File: src/hdl/calc_pkg.sv
// Shared types, key codes and timing constants for the keypad calculator
// Imported by every RTL block of the design

package calc_pkg;

    // ************************************************************************
    // Widths and timing
    // ************************************************************************
    localparam int BIN_W          = 14;   // Binary product width, 99*99 fits
    localparam int BCD_W          = 16;   // Four BCD digits
    localparam int SCAN_DIV       = 8;    // Clocks per keypad row
    localparam int DEBOUNCE_SCANS = 3;    // Stable full scans before a key counts
    localparam int DIGIT_DIV      = 16;   // Clocks per displayed digit

    localparam int SCAN_CNT_W  = $clog2(SCAN_DIV);
    localparam int DEB_CNT_W   = $clog2(DEBOUNCE_SCANS + 1);
    localparam int DIGIT_CNT_W = $clog2(DIGIT_DIV);
    localparam int BCD_STEP_W  = $clog2(BIN_W + 1);  // Capture step plus BIN_W shifts

    // ************************************************************************
    // Plain vector types
    // ************************************************************************
    typedef logic [3:0]             row_t;       // One-hot row drive, active high
    typedef logic [3:0]             col_t;       // Column inputs, active high
    typedef logic [3:0]             key_code_t;  // 0-9 digits, A-F as 10-15
    typedef logic [6:0]             operand_t;   // 0 to 99
    typedef logic [BIN_W-1:0]       product_t;   // Up to 9801
    typedef logic [BCD_W-1:0]       bcd_t;       // Units in low nibble
    typedef logic [BCD_W+BIN_W-1:0] dabble_t;    // Double-dabble shift register
    typedef logic [6:0]             seg_t;       // g..a, active low
    typedef logic [3:0]             anode_t;     // Digit enables, active low

    // Operator keys
    localparam key_code_t KEY_MUL = 4'd11;  // B
    localparam key_code_t KEY_EQ  = 4'd12;  // C

    // ************************************************************************
    // Structs and enums
    // ************************************************************************
    typedef struct packed {
        logic      valid;  // One cycle per accepted press
        key_code_t code;
    } key_event_t;

    typedef struct packed {
        logic     start;   // One-cycle request
        operand_t a;
        operand_t b;
    } mul_req_t;

    typedef enum logic [1:0] {
        ENTER_A,
        ENTER_B,
        BUSY,
        SHOW
    } entry_state_t;

endpackage

File: src/hdl/bin_to_bcd.sv
// Free-running double-dabble converter, binary display value to 4 BCD digits
// One capture cycle plus BIN_W shift cycles per pass, output updated per pass

module bin_to_bcd (
    input  logic               clk,
    input  logic               rst,
    input  calc_pkg::product_t bin,
    output calc_pkg::bcd_t     bcd
);
    import calc_pkg::*;

    logic [BCD_STEP_W-1:0] step;  // 0 is capture, then shift steps
    dabble_t               sr;    // BCD digits above the binary bits
    dabble_t               sr_next;

    // Add 3 to every digit of 5 or more, then shift left one bit
    function automatic dabble_t dabble_step(dabble_t cur);
        dabble_t t;
        t = cur;
        for (int j = 0; j < BCD_W / 4; j++) begin
            if (t[BIN_W + 4*j +: 4] >= 4'd5)
                t[BIN_W + 4*j +: 4] = t[BIN_W + 4*j +: 4] + 4'd3;
        end
        return t << 1;
    endfunction

    assign sr_next = dabble_step(sr);

    always_ff @(posedge clk or posedge rst) begin
        if (rst) begin
            step <= '0;
            bcd  <= '0;
        end else if (step == BCD_STEP_W'(BIN_W)) begin
            bcd  <= sr_next[BCD_W+BIN_W-1 -: BCD_W];  // Last shift, publish
            step <= '0;
        end else begin
            step <= step + 1'b1;
        end
    end

    // Shift register
    always_ff @(posedge clk) begin
        if (step == '0)
            sr <= {{BCD_W{1'b0}}, bin};  // Capture a new value
        else
            sr <= sr_next;
    end

endmodule

File: src/hdl/keypad_calc_top.sv
// Top level of the keypad multiplier calculator
// Keypad scan, operand entry, multiply, BCD convert and display

module keypad_calc_top (
    input  logic             clk,
    input  logic             rst,
    input  calc_pkg::col_t   col,
    output calc_pkg::row_t   row,
    output calc_pkg::seg_t   seg,
    output calc_pkg::anode_t anode
);
    import calc_pkg::*;

    key_event_t key;         // Debounced press
    mul_req_t   mul_req;     // Start and operands
    product_t   product;
    logic       mul_done;
    product_t   disp_value;  // Operand or product being shown
    bcd_t       disp_bcd;

    keypad_scanner scanner_i (
        .clk (clk),
        .rst (rst),
        .col (col),
        .row (row),
        .key (key)
    );

    operand_entry entry_i (
        .clk        (clk),
        .rst        (rst),
        .key        (key),
        .done       (mul_done),
        .product    (product),
        .req        (mul_req),
        .disp_value (disp_value)
    );

    repeated_add_multiplier mult_i (
        .clk     (clk),
        .rst     (rst),
        .req     (mul_req),
        .product (product),
        .done    (mul_done)
    );

    bin_to_bcd bcd_i (
        .clk (clk),
        .rst (rst),
        .bin (disp_value),
        .bcd (disp_bcd)
    );

    seg_display_mux disp_i (
        .clk   (clk),
        .rst   (rst),
        .bcd   (disp_bcd),
        .seg   (seg),
        .anode (anode)
    );

endmodule

File: src/hdl/keypad_scanner.sv
// Scans a 4x4 matrix keypad row by row and debounces the result
// Emits a single key event per physical press

module keypad_scanner (
    input  logic                 clk,
    input  logic                 rst,
    input  calc_pkg::col_t       col,
    output calc_pkg::row_t       row,
    output calc_pkg::key_event_t key
);
    import calc_pkg::*;

    logic [SCAN_CNT_W-1:0] scan_cnt;   // Clocks within the current row
    logic                  scan_tick;  // Last clock of a row
    logic                  scan_end;   // Last clock of row 3
    logic                  hit;        // Key already seen this scan
    key_code_t             hit_code;
    key_code_t             cur_code;   // Key under the current row
    logic                  res_valid;  // Scan result, valid at scan_end
    key_code_t             res_code;
    key_code_t             last_code;  // Previous scan result
    logic [DEB_CNT_W-1:0]  stable_cnt; // Consecutive scans with same key
    logic [DEB_CNT_W-1:0]  cnt_next;
    logic                  released;   // A none scan since the last event
    logic                  fire;

    // Row/column position to key code, reference layout
    function automatic key_code_t decode_key(row_t r, col_t c);
        logic [1:0] ri;
        logic [1:0] ci;
        ri = 2'd0;
        if (r[1]) ri = 2'd1;
        if (r[2]) ri = 2'd2;
        if (r[3]) ri = 2'd3;
        ci = 2'd3;                  // Lowest active column wins
        if (c[2]) ci = 2'd2;
        if (c[1]) ci = 2'd1;
        if (c[0]) ci = 2'd0;
        case ({ri, ci})
            4'h0: return 4'd1;
            4'h1: return 4'd2;
            4'h2: return 4'd3;
            4'h3: return 4'd10;     // A
            4'h4: return 4'd4;
            4'h5: return 4'd5;
            4'h6: return 4'd6;
            4'h7: return KEY_MUL;   // B
            4'h8: return 4'd7;
            4'h9: return 4'd8;
            4'hA: return 4'd9;
            4'hB: return KEY_EQ;    // C
            4'hC: return 4'd14;     // E
            4'hD: return 4'd0;
            4'hE: return 4'd15;     // F
            default: return 4'd13;  // D
        endcase
    endfunction

    assign scan_tick = (scan_cnt == SCAN_CNT_W'(SCAN_DIV - 1));
    assign scan_end  = scan_tick && row[3];
    assign cur_code  = decode_key(row, col);

    // Earlier row beats the current sample
    assign res_valid = hit || (|col);
    assign res_code  = hit ? hit_code : cur_code;

    // Stability count, saturating at the threshold
    always_comb begin
        if (!res_valid) begin
            cnt_next = '0;
        end else if (stable_cnt != '0 && res_code == last_code) begin
            if (stable_cnt == DEB_CNT_W'(DEBOUNCE_SCANS))
                cnt_next = stable_cnt;
            else
                cnt_next = stable_cnt + 1'b1;
        end else begin
            cnt_next = DEB_CNT_W'(1);  // New key starts counting
        end
    end

    assign fire = scan_end && released && (cnt_next == DEB_CNT_W'(DEBOUNCE_SCANS));

    always_ff @(posedge clk or posedge rst) begin
        if (rst) begin
            scan_cnt   <= '0;
            row        <= 4'b0001;
            hit        <= 1'b0;
            hit_code   <= '0;
            last_code  <= '0;
            stable_cnt <= '0;
            released   <= 1'b1;
            key        <= '0;
        end else begin
            scan_cnt  <= scan_tick ? '0 : scan_cnt + 1'b1;
            key.valid <= fire;
            key.code  <= res_code;
            if (scan_tick) begin
                row <= {row[2:0], row[3]};  // Ring counter, row 0 first
                if (scan_end) begin
                    hit        <= 1'b0;
                    stable_cnt <= cnt_next;
                    last_code  <= res_code;
                    if (!res_valid)
                        released <= 1'b1;
                    else if (fire)
                        released <= 1'b0;
                end else if (!hit && (|col)) begin
                    hit      <= 1'b1;
                    hit_code <= cur_code;
                end
            end
        end
    end

endmodule

File: src/hdl/operand_entry.sv
// Entry FSM that builds the two decimal operands from key events
// Requests the product on equals and picks the value for the display

module operand_entry (
    input  logic                 clk,
    input  logic                 rst,
    input  calc_pkg::key_event_t key,
    input  logic                 done,
    input  calc_pkg::product_t   product,
    output calc_pkg::mul_req_t   req,
    output calc_pkg::product_t   disp_value
);
    import calc_pkg::*;

    entry_state_t state;
    operand_t     a;
    operand_t     b;
    logic         start;
    logic         digit_key;  // Event carrying 0-9
    logic         mul_key;
    logic         eq_key;

    // Shift in a decimal digit, keeping the last two typed
    function automatic operand_t append_digit(operand_t cur, key_code_t d);
        return operand_t'((cur % 10) * 10 + d);
    endfunction

    assign digit_key = key.valid && (key.code <= 4'd9);
    assign mul_key   = key.valid && (key.code == KEY_MUL);
    assign eq_key    = key.valid && (key.code == KEY_EQ);

    always_ff @(posedge clk or posedge rst) begin
        if (rst) begin
            state <= ENTER_A;
            a     <= '0;
            b     <= '0;
            start <= 1'b0;
        end else begin
            start <= 1'b0;  // Single-cycle request
            case (state)
                ENTER_A: begin
                    if (digit_key) begin
                        a <= append_digit(a, key.code);
                    end else if (mul_key) begin
                        b     <= '0;
                        state <= ENTER_B;
                    end
                end
                ENTER_B: begin
                    if (digit_key) begin
                        b <= append_digit(b, key.code);
                    end else if (eq_key) begin
                        start <= 1'b1;
                        state <= BUSY;
                    end
                end
                BUSY: begin
                    if (done)
                        state <= SHOW;  // Keys ignored while multiplying
                end
                SHOW: begin
                    if (digit_key) begin
                        a     <= operand_t'(key.code);  // Fresh first operand
                        state <= ENTER_A;
                    end
                end
                default: state <= ENTER_A;
            endcase
        end
    end

    always_comb begin
        req.start = start;
        req.a     = a;
        req.b     = b;
    end

    // Multiplier output holds the last product until the next done
    always_comb begin
        case (state)
            ENTER_A: disp_value = product_t'(a);
            ENTER_B: disp_value = product_t'(b);
            default: disp_value = product;
        endcase
    end

endmodule

File: src/hdl/repeated_add_multiplier.sv
// Multiplies two operands by adding a into an accumulator b times
// Start is taken only when idle, done pulses with the product

module repeated_add_multiplier (
    input  logic               clk,
    input  logic               rst,
    input  calc_pkg::mul_req_t req,
    output calc_pkg::product_t product,
    output logic               done
);
    import calc_pkg::*;

    logic     busy;
    logic     accept;   // Start while idle
    logic     running;  // Still adding
    product_t acc;
    operand_t cnt;      // Additions done so far
    operand_t mcand;
    operand_t mplier;

    assign accept  = req.start && !busy;
    assign running = (cnt < mplier);

    // Control and result
    always_ff @(posedge clk or posedge rst) begin
        if (rst) begin
            busy    <= 1'b0;
            done    <= 1'b0;
            product <= '0;
        end else begin
            done <= 1'b0;
            if (accept) begin
                busy <= 1'b1;
            end else if (busy && !running) begin
                product <= acc;   // b additions complete
                done    <= 1'b1;
                busy    <= 1'b0;
            end
        end
    end

    // Datapath
    always_ff @(posedge clk) begin
        if (accept) begin
            acc    <= '0;
            cnt    <= '0;
            mcand  <= req.a;
            mplier <= req.b;
        end else if (busy && running) begin
            acc <= acc + product_t'(mcand);
            cnt <= cnt + 1'b1;
        end
    end

endmodule

File: src/hdl/seg_display_mux.sv
// Time-multiplexed four-digit seven-segment driver
// Units digit first, anodes and segments both active low

module seg_display_mux (
    input  logic           clk,
    input  logic           rst,
    input  calc_pkg::bcd_t bcd,
    output calc_pkg::seg_t seg,
    output calc_pkg::anode_t anode
);
    import calc_pkg::*;

    logic [DIGIT_CNT_W-1:0] div_cnt;  // Clocks in the current digit
    logic                   digit_tick;
    logic [1:0]             digit_idx; // 0 units .. 3 thousands
    logic [3:0]             nibble;

    // BCD to segments g..a, anything above 9 blanks
    function automatic seg_t decode_seg(logic [3:0] d);
        case (d)
            4'd0:    return 7'b1000000;
            4'd1:    return 7'b1111001;
            4'd2:    return 7'b0100100;
            4'd3:    return 7'b0110000;
            4'd4:    return 7'b0011001;
            4'd5:    return 7'b0010010;
            4'd6:    return 7'b0000010;
            4'd7:    return 7'b1111000;
            4'd8:    return 7'b0000000;
            4'd9:    return 7'b0011000;
            default: return 7'b1111111;
        endcase
    endfunction

    assign digit_tick = (div_cnt == DIGIT_CNT_W'(DIGIT_DIV - 1));

    always_ff @(posedge clk or posedge rst) begin
        if (rst) begin
            div_cnt   <= '0;
            digit_idx <= 2'd0;
        end else begin
            div_cnt <= digit_tick ? '0 : div_cnt + 1'b1;
            if (digit_tick)
                digit_idx <= digit_idx + 2'd1;  // Wraps after thousands
        end
    end

    assign nibble = bcd[4*digit_idx +: 4];
    assign seg    = decode_seg(nibble);
    assign anode  = ~(anode_t'(1) << digit_idx);

endmodule

File: config.mk
export PLATFORM = sky130hd
export DESIGN_NAME = keypad_calc_top
export DESIGN_NICKNAME = d
export VERILOG_FILES = /design/src/hdl/calc_pkg.sv /design/src/hdl/bin_to_bcd.sv /design/src/hdl/keypad_calc_top.sv /design/src/hdl/keypad_scanner.sv /design/src/hdl/operand_entry.sv /design/src/hdl/repeated_add_multiplier.sv /design/src/hdl/seg_display_mux.sv
export SDC_FILE = /design/constraint.sdc
export NUM_CORES = 1
export LEC_CHECK = 0
export BUFFER_PORTS_ARGS = -buffer_cell sky130_fd_sc_hd__clkbuf_2
export CELL_PAD_IN_SITES_DETAIL_PLACEMENT = 1
export CELL_PAD_IN_SITES_GLOBAL_PLACEMENT = 1
export CORE_MARGIN = 2
export CORE_UTILIZATION = 30
export CTS_CLUSTER_SIZE = 8
export DETAILED_ROUTE_END_ITERATION = 8
export GPL_ROUTABILITY_DRIVEN = 0
export PLACE_DENSITY_LB_ADDON = 0.12
export SLEW_MARGIN = 30
export SYNTH_ARGS = -nofsm -noshare
export SYNTH_HDL_FRONTEND = slang
export SYNTH_HIERARCHICAL = 1
export SYNTH_SLANG_ARGS = --single-unit
File: constraint.sdc
create_clock -name clk -period 5.7 [get_ports clk]
set_clock_uncertainty 0.05 [all_clocks]
set_input_delay 0.855 -clock clk [delete_from_list [all_inputs] [get_ports clk]]
set_output_delay 0.855 -clock clk [all_outputs]
set_load 0.005 [all_outputs]
# Word-level counts from Yosys, hierarchy flattened

Memories as Yosys holds them, arrays and structs flattened.
Cells that the tools add are included.

Bits in registers: 148
Bits in latches: 0
Memory bits (writable): 0
ROM bits: 176
Bits of input ports: 6
Output and inout bits: 15
Logic and storage cells: 152
Memories: 2

$add $sub $neg: 13
Multiply operators: 2
Divide/modulo/power cells: 2
$lt $le $gt $ge: 6
Eq/ne operators: 20
Shift-type cells: 2
Multiplexer cells: 44
Bitwise logic cells: 3
Reductions and logical operators: 31

Memories:

| name             | words | width | rd ports | clocked after memory_dff | wr ports | line                  | RTL |
|---|---|---|---|---|---|---|---|
| (name not given) | 16    | 7     | 1        | 0                        | 0        | seg_display_mux.sv:20 | `case (d)` |
| (name not given) | 16    | 4     | 1        | 0                        | 0        | keypad_scanner.sv:39  | `case ({ri, ci})` |

Operators by type and width:

| operator               | number |
|---|---|
| $mod A7 B4 Y32 const B | 2 |
| $mul A32 B3 Y6 const B | 2 |
| $mux W7                | 5 |
| $pmux W14 S2           | 1 |
| $pmux W7 S2            | 2 |
| $mux W2                | 13 |
| $mux W4                | 6 |
| $eq A4 B4 Y1 const B   | 4 |
| $ge A4 B3 Y1 const B   | 4 |
| $shiftx A16 B5 Y4      | 1 |
| $add A14 B7 Y14        | 1 |
| $add A7 B4 Y7          | 2 |
| $mux W14               | 1 |
| $mux W1                | 13 |
| $add A4 B2 Y4 const B  | 3 |
| $ne A2 B1 Y1 const B   | 6 |
| $logic_and A1 B1 Y1    | 11 |
| $reduce_bool A2 Y1     | 5 |
| $reduce_and A3 Y1      | 3 |
| $add A4 B1 Y4 const B  | 2 |
| $eq A2 B2 Y1 const B   | 4 |
| $pmux W2 S4            | 1 |
| $add A7 B1 Y7 const B  | 1 |
| $lt A7 B7 Y1           | 1 |
| 20 further kinds       | 29 |

# Depth between registers and ports, before layout

An unclocked memory read counts as a cell.

Depth in word-level cells: 13
Gate-level depth with buffers: 24
Mapped depth without buffers: 22

# Cells and area by module

Netlist, hierarchy kept.

By module, submodules not included:

| module                  | instances | cells each | area an instance (µm²) | seq. area each (µm²) |
|---|---|---|---|---|
| operand_entry           | 1         | 379        | 2824.0                 | 425.4 |
| repeated_add_multiplier | 1         | 205        | 2341.0                 | 1241.2 |
| bin_to_bcd              | 1         | 182        | 1961.9                 | 1101.1 |
| keypad_scanner          | 1         | 115        | 1265.0                 | 603.1 |
| seg_display_mux         | 1         | 60         | 636.9                  | 150.1 |

# Least setup slack after synthesis

OpenSTA, ideal clock, no wires.

Path kind: register -> register
Start point: register entry_i.a[4]
End point: register entry_i.a[6]
Setup time: 0.121 ns
Arrival: 4.501 ns
Data required time: 5.529 ns
Setup slack: 1.028 ns
Stages on the path, launching flop included: 25
Buffers on the path: 2
Clock period less this slack: 4.672 ns
Path through: dfrtp_1 -> buf_2 -> nor2_1 -> inv_1 -> ha_1 -> and4bb_2 -> a21oi_1 -> o211ai_2 -> o21ai_2 -> o22ai_1 -> buf_2 -> nor2_1 -> mux2i_1 -> o32a_1 -> o21ai_0 -> ha_1 -> ha_1 -> inv_1 -> fa_1 -> nor3b_1 -> xnor2_1 -> xnor2_1 -> xnor2_1 -> xnor2_1 -> a22o_1

Word-level cells in the longest chain between the ends: 5

Ends and longest elaborated chain:

| what                   | line                | RTL |
|---|---|---|
| from (decl)            | operand_entry.sv:16 | `operand_t a;` |
| from (signal assigned) | operand_entry.sv:43 | `a <= append_digit(a, key.code);` |
| from (signal assigned) | operand_entry.sv:63 | `a <= operand_t'(key.code);` |
| $mod A7 B4 Y32         | operand_entry.sv:25 | `return operand_t'((cur % 10) * 10 + d);` |
| $mul A32 B3 Y6         | operand_entry.sv:25 |  |
| $add A7 B4 Y7          | operand_entry.sv:25 |  |
| $mux W7                | operand_entry.sv:42 | `if (digit_key) begin` |
| $pmux W7 S2            | operand_entry.sv:40 | `case (state)` |

No other way between the ends. The select of a mux whose other input is x is not followed.
A chain may end at the register's enable or synchronous reset.

# Final worst setup path

Same ends and word-level chain as after synthesis.

==> impl_metrics.csv <==
group,metric,value,unit
run_status,status,"complete, no violations",
finish,nets,1003,
sta,timing.final.crit_share,0.911,
detailed_routing,wl,21000,um
detailed_routing,met1_length,10300,um
grt,grt_usage,0.140,
yosys,synth-seq-cells,148,
sta,finalSetupTns,0,ps
job,maxCapViolCount,0,
detailed_routing,wl_met2,10100,um
die,io_pins,21,
detailed_routing,dr.max_layer_used,"met4",
power_and_ir_drop,p_leak,4.28,nW
yosys,synth_cell_type_count,96,
die,die_x,177,um
grt,grt_pass1_vias,6947,
yosys,async_reset_ff_frac,0.561,
clocking,clkSlewWorstSetupHoldPaths,70,ps
critical_path,cp.required,5970,ps
finish,area_delta_synth_final,11.3,%
sta,slew_headroom,0.435,
placement,place_hpwl,14900,um
critical_path,arrival,5460,ps
sta,worst_pin_slew,842,ps
die,start_util,0.305,
critical_path,crit_path_start_kind,"register",
critical_path,cpMostUsedCell,"xnor2_1",
finish,final_cell_mix,"81 x dfrtp_1, 79 x nand2_1, 71 x o21ai_0",
detailed_routing,ant_nets,0,
critical_path,crit_path_end_kind,"register",
die,rows,63,
detailed_routing,remaining_drc_errors,0,
clocking,ctsHoldBuffers,0,
grt,grt_pass1_wl,35600,um
finish,n_antenna_cell,0,
grt,overflow,0,
clocking,cts_buffers,17,
clocking,root_buffer,"clkbuf_16",
power_and_ir_drop,peakVddDrop,0.208,mV
critical_path,cp_max_fo,13,
finish,final_layout_size_suffix_gt1_frac,0.153,
detailed_routing,vias,6813,
detailed_routing,vias_per_cell,5.07,
sta,finalHoldViolations,0,
yosys,netlist_instances,941,
worst_hold_path,hold_class,"reg -> reg",
grt,grt_max_degree,35,
die,die_h,177,um
clocking,clk_latency,430,ps
yosys,synth_ff_type,"dfrtp_1",
critical_path,path_cells,"nor2_1, inv_1, ha_1, and4bb_2, a21oi_1, o211ai_2, o21ai_2, o22ai_1, buf_4, nor3_1, a21oi_1, o21a_1, o21ai_0, ha_1, ha_1, inv_1, fa_1, nor3b_1, xnor2_1, xnor2_1, xnor2_1, xnor2_1, a22o_1",
critical_path,path_buf_inv,3,
clocking,cts_tree,"done",
clocking,cts_resized,0,
yosys,ys_seq_area_frac,0.390,
clocking,clock-sinks,148,
sta,fin_crit,5190,ps
sta,grt_setup_unrepaired,"no",
detailed_routing,wl_met3,363,um
clocking,htree_levels,4,
critical_path,crit_slowest_cell,"o21ai_2",
yosys,yosys_warnings,6,
clocking,cts_buffer_depth,2,
yosys,syn_area,9030,um2
sta,fmax,0.193,GHz
finish,layout_commonest_cell,"dfrtp_1",
die,core,29600,um2
detailed_routing,drt_pre_antenna_iters,4,
critical_path,critPathKind,"reg -> reg",
power_and_ir_drop,p_per_area,228,nW/um2
detailed_routing,wl_per_cell,15.7,um
clocking,cts_setup_buffers,0,
critical_path,cp_top_family,"compound AO/OA/AOI/OAI gates",
yosys,synth_edf_count,14,
detailed_routing,drt-initial-drc-count,257,
power_and_ir_drop,total_power,2.29,mW
yosys,syn_area_per_cell,9.59,um2
finish,final_util,0.339,
finish,fillers,3374,
die,die-area,31500,um2
sta,final-setup-viol-count,0,
grt,antenna_found_initial,0,
placement,io_buffers,20,
sta,maxSlewViolCount,0,
critical_path,cp_slowest_stage_delay,480,ps
yosys,syn-num-nets,1004,
logic make-up after synthesis:
kind of cell | synth area share
compound gates | 0.195
xor+xnor | 0.0328
fa+ha+maj | 0.0831
buf+inv | 0.0607
flops | 0.390
mux | 0.0805
simple gates | 0.158
per-layer routing:
layer	vias up	GRT usage
li1	3361	-
met3	17	0.0272
met4	0	0.0355
met1	3399	0.182
met5	-	0
met2	36	0.239
cell type report:
type,count,area (um2),share of cell area
Clock inverter,8,106,0.0106
Timing Repair Buffer,31,183,0.0182
Clock buffer,24,536,0.0533
Multi-Input combinational cell,675,4960,0.494
Sequential cell,148,3520,0.350
Tap cell,390,488,0.0486
Inverter,67,251,0.0250
stage by stage:
| stage | hold WS, ps | std cells | setup slack [ps] | cell area (um2) |
|---|---|---|---|---|
| after floorplan | 353 | 941 | 1030 | 9030 |
| after global placement | 374 | 1311 | 559 | 9400 |
| after detailed placement | 379 | 1311 | 507 | 9410 |
| after CTS | 388 | 1343 | 482 | 10000 |
| after global routing | 396 | 1343 | 5.19 | 10000 |
| final | 387 | 1343 | 507 | 10000 |
flip-flops by register name, summed over array words and instances, names as in the netlist, 5 cells and up:
signal          cells
entry_i/b           7
bcd_i/bcd          16
mult_i/mplier       7
scanner_i/key       5
mult_i/mcand        7
bcd_i/sr           30
mult_i/acc         14
entry_i/a           7
mult_i/cnt          7
mult_i/product     14
cells in the mapped netlist (all sizes together), types with 5 or more instances:
master,instances,area (um2)
a211oi,9,72.6
a21o,8,61.3
a21oi,44,220
a221oi,7,96.3
a22oi,10,75.1
a31o,5,43.8
a31oi,10,62.6
and2,14,88.8
buf,29,214
clkbuf,22,82.6
dfrtp,81,2030
dfxtp,51,1020
edfxtp,14,420
fa,5,100
ha,52,651
inv,66,248
mux2,47,533
mux2i,10,100
nand2,79,297
nand2b,14,95.1
nand3,25,130
nand3b,6,45.0
nand4,7,43.8
nor2,59,221
nor2b,13,81.3
nor3,8,40.0
nor3b,14,105
o211ai,5,42.5
o21a,5,37.5
o21ai,79,418
o21bai,6,45.0
o22ai,12,81.3
o31ai,10,80.1
or3,10,77.6
xnor2,21,184
xor2,12,113
power breakdown:
group / switching [mW] / internal [mW]
Sequential: 0 / 1.06
Clock: 0.460 / 0.752
Combinational: 0.0181 / 0.00366
worst paths after layout:
check	from	to	slack, ps	cells past startpoint
worst max-delay path	entry_i/a[4]	entry_i/a[6]	510	23
worst min-delay path	scanner_i/scan_cnt[0]	scanner_i/scan_cnt[0]	390	1
worst max register to register	entry_i/a[4]	entry_i/a[6]	510	23
max in group asynchronous	rst	bcd_i/step[3]	4410	2
min in group asynchronous	rst	disp_i/digit_idx[1]	440	2
worst min register to register	scanner_i/scan_cnt[0]	scanner_i/scan_cnt[0]	390	1
No activity file was read; power rests on OpenSTA's default activity.
